**src/common/fft_agu_pkg.sv**
```systemverilog
package fft_agu_pkg;

    // ~~~~~~~~~~~~~~~~~~~~
    // Geometry of the 32-point transform
    // ~~~~~~~~~~~~~~~~~~~~
    localparam int NUM_LEVELS     = 5;
    localparam int BFLY_PER_LEVEL = 16;

    // Butterfly datapath latency used when the top level is not overridden
    localparam int WR_LATENCY_DEF = 3;

    // ~~~~~~~~~~~~~~~~~~~~
    // Address and index types
    // ~~~~~~~~~~~~~~~~~~~~
    typedef logic [4:0] mem_addr_t;
    typedef logic [3:0] bfly_idx_t;
    typedef logic [2:0] level_t;
    typedef logic [3:0] twiddle_addr_t;

    // Operand addresses of one butterfly
    typedef struct packed {
        mem_addr_t a;
        mem_addr_t b;
    } addr_pair_t;

    // One butterfly, named by its level and its index in that level
    typedef struct packed {
        level_t    level;
        bfly_idx_t idx;
    } bfly_t;

endpackage

```
**src/design/agu/agu_ctrl.sv**
```systemverilog
`timescale 1ns/100ps

module agu_ctrl #(
    parameter int WR_LATENCY = fft_agu_pkg::WR_LATENCY_DEF
) (
    input  logic               clock,
    input  logic               rst_n,
    input  logic               start_fft,
    output fft_agu_pkg::bfly_t bfly,
    output logic               bfly_valid,
    output logic               fft_done
);

    import fft_agu_pkg::*;

    typedef enum logic [1:0] {
        IDLE,
        READ,
        DRAIN,
        DONE
    } state_t;

    localparam logic [3:0] DRAIN_LAST = 4'(WR_LATENCY - 1);
    localparam bfly_idx_t  IDX_LAST   = bfly_idx_t'(BFLY_PER_LEVEL - 1);
    localparam level_t     LEVEL_LAST = level_t'(NUM_LEVELS - 1);

    state_t     state;
    logic       start_d;
    logic       start_rise;
    bfly_idx_t  idx_cnt;
    level_t     level_cnt;
    logic [3:0] drain_cnt;

    // ~~~~~~~~~~~~~~~~~~~~
    // Start edge register
    // ~~~~~~~~~~~~~~~~~~~~
    always_ff @(posedge clock or negedge rst_n) begin
        if (!rst_n) begin
            start_d    <= 1'b0;
            start_rise <= 1'b0;
        end else begin
            start_d    <= start_fft;
            start_rise <= start_fft & ~start_d;
        end
    end

    // ~~~~~~~~~~~~~~~~~~~~
    // Run state machine and counters
    // ~~~~~~~~~~~~~~~~~~~~
    always_ff @(posedge clock or negedge rst_n) begin
        if (!rst_n) begin
            state     <= IDLE;
            idx_cnt   <= '0;
            level_cnt <= '0;
            drain_cnt <= '0;
        end else begin
            case (state)
                IDLE: begin
                    // A start edge seen in any other state is dropped
                    if (start_rise) begin
                        state     <= READ;
                        idx_cnt   <= '0;
                        level_cnt <= '0;
                    end
                end
                READ: begin
                    idx_cnt <= idx_cnt + 1'b1;
                    if (idx_cnt == IDX_LAST) begin
                        state     <= DRAIN;
                        drain_cnt <= '0;
                    end
                end
                DRAIN: begin
                    // Wait for the write-back of this level to leave the pipe
                    drain_cnt <= drain_cnt + 1'b1;
                    if (drain_cnt == DRAIN_LAST) begin
                        if (level_cnt == LEVEL_LAST) begin
                            state <= DONE;
                        end else begin
                            state     <= READ;
                            level_cnt <= level_cnt + 1'b1;
                        end
                    end
                end
                default: begin
                    state <= IDLE;
                end
            endcase
        end
    end

    // Done goes out one cycle after DONE, lining it up behind the last write
    always_ff @(posedge clock or negedge rst_n) begin
        if (!rst_n) begin
            fft_done <= 1'b0;
        end else begin
            fft_done <= (state == DONE);
        end
    end

    assign bfly_valid = (state == READ);
    assign bfly.level = level_cnt;
    assign bfly.idx   = idx_cnt;

endmodule

```
**src/design/agu/agu_addr_map.sv**
```systemverilog
`timescale 1ns/100ps

module agu_addr_map (
    input  logic                       clock,
    input  logic                       rst_n,
    input  fft_agu_pkg::bfly_t         bfly,
    input  logic                       bfly_valid,
    output fft_agu_pkg::addr_pair_t    rd_pair,
    output fft_agu_pkg::twiddle_addr_t twiddle_addr,
    output logic                       rd_en
);

    import fft_agu_pkg::*;

    // Rotate a 5-bit address left by the level
    function automatic mem_addr_t rotl(input mem_addr_t value, input level_t amount);
        logic [9:0] doubled;
        doubled = {value, value} << amount;
        return doubled[9:5];
    endfunction

    mem_addr_t     addr_a;
    mem_addr_t     addr_b;
    twiddle_addr_t twiddle;

    // ~~~~~~~~~~~~~~~~~~~~
    // Address rule
    // ~~~~~~~~~~~~~~~~~~~~
    always_comb begin
        addr_a  = rotl({bfly.idx, 1'b0}, bfly.level);
        addr_b  = rotl({bfly.idx, 1'b1}, bfly.level);
        // Upper bits fall off, only 16 twiddles exist
        twiddle = twiddle_addr_t'(bfly.idx << bfly.level);
    end

    always_ff @(posedge clock or negedge rst_n) begin
        if (!rst_n) begin
            rd_en <= 1'b0;
        end else begin
            rd_en <= bfly_valid;
        end
    end

    always_ff @(posedge clock) begin
        rd_pair.a    <= addr_a;
        rd_pair.b    <= addr_b;
        twiddle_addr <= twiddle;
    end

endmodule

```
**src/design/agu/agu_write_pipe.sv**
```systemverilog
`timescale 1ns/100ps

module agu_write_pipe #(
    parameter int WR_LATENCY = fft_agu_pkg::WR_LATENCY_DEF
) (
    input  logic                    clock,
    input  logic                    rst_n,
    input  fft_agu_pkg::addr_pair_t rd_pair,
    input  logic                    rd_en,
    output fft_agu_pkg::addr_pair_t wr_pair,
    output logic                    mem_write
);

    import fft_agu_pkg::*;

    // Stage 0 takes the read side, the last stage feeds the write side
    addr_pair_t            pair_sr [WR_LATENCY];
    logic [WR_LATENCY-1:0] valid_sr;

    // ~~~~~~~~~~~~~~~~~~~~
    // Valid chain
    // ~~~~~~~~~~~~~~~~~~~~
    always_ff @(posedge clock or negedge rst_n) begin
        if (!rst_n) begin
            valid_sr <= '0;
        end else begin
            valid_sr[0] <= rd_en;
            for (int k = 1; k < WR_LATENCY; k++) begin
                valid_sr[k] <= valid_sr[k-1];
            end
        end
    end

    // ~~~~~~~~~~~~~~~~~~~~
    // Address chain
    // ~~~~~~~~~~~~~~~~~~~~
    always_ff @(posedge clock) begin
        pair_sr[0] <= rd_pair;
        for (int k = 1; k < WR_LATENCY; k++) begin
            pair_sr[k] <= pair_sr[k-1];
        end
    end

    assign wr_pair   = pair_sr[WR_LATENCY-1];
    assign mem_write = valid_sr[WR_LATENCY-1];

endmodule

```
**src/design/fft_agu.sv**
```systemverilog
`timescale 1ns/100ps

module fft_agu #(
    parameter int WR_LATENCY = fft_agu_pkg::WR_LATENCY_DEF
) (
    input  logic                       clock,
    input  logic                       rst_n,
    input  logic                       start_fft,
    output fft_agu_pkg::addr_pair_t    rd_pair,
    output fft_agu_pkg::twiddle_addr_t twiddle_addr,
    output logic                       rd_en,
    output fft_agu_pkg::addr_pair_t    wr_pair,
    output logic                       mem_write,
    output logic                       fft_done
);

    import fft_agu_pkg::*;

    bfly_t      bfly;
    logic       bfly_valid;
    addr_pair_t rd_pair_int;
    logic       rd_en_int;

    // ~~~~~~~~~~~~~~~~~~~~
    // Sequencing
    // ~~~~~~~~~~~~~~~~~~~~
    agu_ctrl #(
        .WR_LATENCY (WR_LATENCY)
    ) u_agu_ctrl (
        .clock      (clock),
        .rst_n      (rst_n),
        .start_fft  (start_fft),
        .bfly       (bfly),
        .bfly_valid (bfly_valid),
        .fft_done   (fft_done)
    );

    // Read addresses, one cycle behind the counters
    agu_addr_map u_agu_addr_map (
        .clock        (clock),
        .rst_n        (rst_n),
        .bfly         (bfly),
        .bfly_valid   (bfly_valid),
        .rd_pair      (rd_pair_int),
        .twiddle_addr (twiddle_addr),
        .rd_en        (rd_en_int)
    );

    // Write-back addresses follow the butterfly latency
    agu_write_pipe #(
        .WR_LATENCY (WR_LATENCY)
    ) u_agu_write_pipe (
        .clock     (clock),
        .rst_n     (rst_n),
        .rd_pair   (rd_pair_int),
        .rd_en     (rd_en_int),
        .wr_pair   (wr_pair),
        .mem_write (mem_write)
    );

    assign rd_pair = rd_pair_int;
    assign rd_en   = rd_en_int;

endmodule

```
**config.mk**
```make
export PLATFORM = sky130hd
export DESIGN_NAME = fft_agu
export DESIGN_NICKNAME = d
export VERILOG_FILES = /design/src/common/fft_agu_pkg.sv /design/src/design/agu/agu_ctrl.sv /design/src/design/agu/agu_addr_map.sv /design/src/design/agu/agu_write_pipe.sv /design/src/design/fft_agu.sv
export SDC_FILE = /design/constraint.sdc
export NUM_CORES = 1
export LEC_CHECK = 0
export ABC_AREA = 1
export BUFFER_PORTS_ARGS = -buffer_cell sky130_fd_sc_hd__buf_4
export CORE_ASPECT_RATIO = 2
export CORE_UTILIZATION = 48
export CTS_BUF_LIST = sky130_fd_sc_hd__clkbuf_16
export DETAILED_ROUTE_END_ITERATION = 10
export PLACE_DENSITY_LB_ADDON = 0.08
export SETUP_SLACK_MARGIN = 0.4
export SLEW_MARGIN = 20
export SYNTH_ARGS = -nofsm -noshare
export SYNTH_HDL_FRONTEND = slang
export SYNTH_SLANG_ARGS = --single-unit
```
**constraint.sdc**
```tcl
create_clock -name clock -period 3 [get_ports clock]
set_clock_uncertainty 0.1 [all_clocks]
set_input_delay 0.45 -clock clock [delete_from_list [all_inputs] [get_ports clock]]
set_output_delay 0.45 -clock clock [all_outputs]
set_load 0.02 [all_outputs]
```
==> flow_metrics.tcl <==
set metrics [dict create \
    status "finished clean" \
    synth_top_cell_by_area "dfxtp_1" \
    crit_chain "inv_1 -> ha_1 -> nand2_1 -> nor2_2 -> nor2_2 -> nand3_2 -> nand2_1 -> nand2_1" \
    ys_warn_count 0 \
    grt.met2_usage_pct 31.72 \
    synth-adder-area-share_pct 2.904 \
    rows 34 \
    synth_xor_xnor_area_share_pct 1.626 \
    pre_cts_slack_ns 1.242 \
    synth_compound_area_share_pct 6.678 \
    setup-violations-final 0 \
    insertedDiodeCount 0 \
    fmax_mhz 558.8 \
    cp.required_ns 3.11 \
    grt_remaining_overflow 0 \
    rr_worst_depth 8 \
    ant_nets 0 \
    path_common_cell "nand2_1" \
    crit_buf_inv 1 \
    synth_mux_area_share_pct 0 \
    critPathLaunchType "flip-flop" \
    cts_buffer_depth 2 \
    synthArstFlopShare_pct 31.25 \
    drv_cap 0 \
    drc_errors 0 \
    cts-root-buf "clkbuf_16" \
    drv_slew 0 \
    track_usage_pct 17.43 \
    antenna_found_initial 0 \
    ys.flop_type "dfxtp_1" \
    grt_first_pass_wirelength_um 5968 \
    cts_tree "built" \
    drive_above_1_share_pct 21.37 \
    r2r_slack_ns 1.21 \
    detail_route.iter0.violations 24 \
    num_io_pins 30 \
    finalCritPeriodShare_pct 59.65 \
    final.min_clock_period_ns 1.789 \
    synth.net_count 224 \
    cpPeakStageDelay_ns 0.60 \
    numCtsBuffers 9 \
    crit_arrival_ns 1.90 \
    fin_tns_setup_ns 0 \
    r2r_end "u_agu_ctrl.level_cnt[1]" \
    synth.cell_area_um2 2155 \
    syn2layout_area_growth_pct 22.13 \
    avgSynthCellArea_um2 9.975 \
    vias 1439 \
    gp_routability_congestion 0.7992 \
    synth-simple-area-share_pct 16.20 \
    end_kind "flip-flop" \
    tightestPinTransition_ns 0.4623 \
    die_area_um2 4777 \
    synth.distinct_cells 25 \
    clkSinkCount 64 \
    synth_commonest_cells "57 x nand2_1, 44 x dfxtp_1, 20 x dfrtp_1, 18 x inv_1, 15 x o21ai_0" \
    vias_per_cell 4.765 \
    finalNetCount 251 \
    ir_drop_uv 702.7 \
    grt_max_degree 21 \
    layout_setup_ws_ns 1.211 \
    cts.htree.levels 3 \
    synth.most_common_cell "nand2_1" \
    clk_latency_ns 0.32 \
    power_uw 3138 \
    pwr_density_cell_nw_per_um2 1193 \
    use_met1_pct 14.86 \
    grt_busiest_layer "met2" \
    synth_top_area_share_pct 40.88 \
    slew_headroom_pct 69.18 \
    synthesis.instances 216 \
    dieHeight_um 96.75 \
    final_util_pct 60.64 \
    path_delay_family "flip-flops" \
    io_buffers 29 \
    use_met3_pct 4.874 \
    hold_class "input pin to flip-flop" \
    crit_path_top_delay_cell "dfrtp_1" \
    yosys-top-cells-area "dfxtp_1 41%, dfrtp_1 23%, nand2_1 9.9%" \
    ys_seq_area_share_pct 64.11 \
    die_w_um 49.38 \
    dp_hpwl_um 2524 \
    grt_pass1_vias 1437 \
    min_to "u_agu_ctrl.start_d" \
    drtPass1Iterations 4 \
    ys_ff_latch 64 \
    clk_pin_slew_ns 0.05 \
    routed_wirelength_um 3476 \
    synth_edf_count 0 \
    wl_per_cell_um 11.51 \
    hold_viol 0 \
    rsz0062_at_grt "false" \
    worstHoldStart "start_fft" \
    crit_fanout 17 \
    synth_top_family_by_area "simple AND/OR/NAND/NOR gates" \
    cts_setup_buffers 0 \
    r2r_start "u_agu_ctrl.level_cnt[0]" \
    worst-setup-path-type "flip-flop to flip-flop" \
    start_util_pct 49.65 \
    core_area_um2 4339 \
    leakagePower_uw 0.001303 \
    min_path_cells 1 \
]
per-layer routing:
| metal | part of all wire (%) | wire [um] |
|---|---|---|
| met4 | 3.3 | 115 |
| met1 | 36 | 1237 |
| met2 | 57 | 1968 |
| met3 | 4.5 | 155 |
| met5 | 0 | 0 |
placed cells by master, fill, tap and decap left out, drive strengths merged:
cell,count
dlygate4sd3,1
buf,29
o21ai,17
nand4,1
dfxtp,44
nor3,1
nand3,13
o211ai,2
xor2,1
dfrtp,20
clkinv,4
o22ai,3
xnor2,3
inv,24
nor2,10
nand2,58
clkbuf,10
ha,5
a21oi,2
sequential cells by signal, indices dropped and copies added, names as in the netlist:
| register | count |
|---|---|
| u_agu_write_pipe.pair_sr | 30 |
| u_agu_addr_map.rd_pair | 10 |
| u_agu_addr_map.twiddle_addr | 4 |
| u_agu_ctrl.drain_cnt | 4 |
| u_agu_ctrl.idx_cnt | 4 |
| u_agu_ctrl.level_cnt | 3 |
| u_agu_write_pipe.valid_sr | 3 |
| u_agu_ctrl.state | 2 |
| u_agu_addr_map.rd_en | 1 |
| u_agu_ctrl.fft_done | 1 |
| u_agu_ctrl.start_d | 1 |
| u_agu_ctrl.start_rise | 1 |
area by class of cell:
type,instances,area [um2]
clock buffer,10,250.2
tap,54,67.56
clock inverter,6,31.28
timing repair buffer,30,227.7
sequential,64,1381
multi-input combinational,116,590.6
fill,384,1708
inverter,22,82.58
through the flow:
stage / hold slack, ns / instances / instance area (um2)
after CTS: 0.1326 / 302 / 2631
after global routing: 0.1350 / 302 / 2631
after detailed placement: 0.2121 / 285 / 2340
final: 0.1447 / 302 / 2631
after global placement: 0.2101 / 285 / 2340
after floorplan: 0.05441 / 216 / 2155
cell families (layout without fill, tap and decap cells):
kind of cell,after synthesis,in the layout
AND/OR/NAND/NOR,83,83
flip-flops,64,64
buffers and inverters,36,68
AO/OA/AOI/OAI,24,24
adder cells (fa/ha/maj),5,5
XOR/XNOR,4,4
worst max-delay path by stage:
stage                                        from  cells after the start                 endpoint  slack (ns)
final                     u_agu_ctrl.level_cnt[0]                      8  u_agu_ctrl.level_cnt[1]        1.21
after global routing      u_agu_ctrl.level_cnt[0]                      8  u_agu_ctrl.level_cnt[1]        1.03
after CTS                 u_agu_ctrl.level_cnt[0]                      8  u_agu_ctrl.level_cnt[1]        1.22
after detailed placement  u_agu_ctrl.level_cnt[0]                      8  u_agu_ctrl.level_cnt[1]        1.24
after global placement    u_agu_ctrl.level_cnt[0]                      8  u_agu_ctrl.level_cnt[2]        1.35
after floorplan           u_agu_ctrl.level_cnt[1]                      9  u_agu_ctrl.level_cnt[1]        1.57
report_power, final:
part | total [uW] | internal [uW] | switching [uW]
Clock | 933 | 600 | 333
Sequential | 1340 | 1180 | 158
Combinational | 870 | 336 | 534
what timing repair did:
action                    4_1_cts  5_1_grt
hold endpoints to repair       20        0
hold buffers                    1        0
gates resized for setup         0        0
No activity file was read; power rests on OpenSTA's default activity.
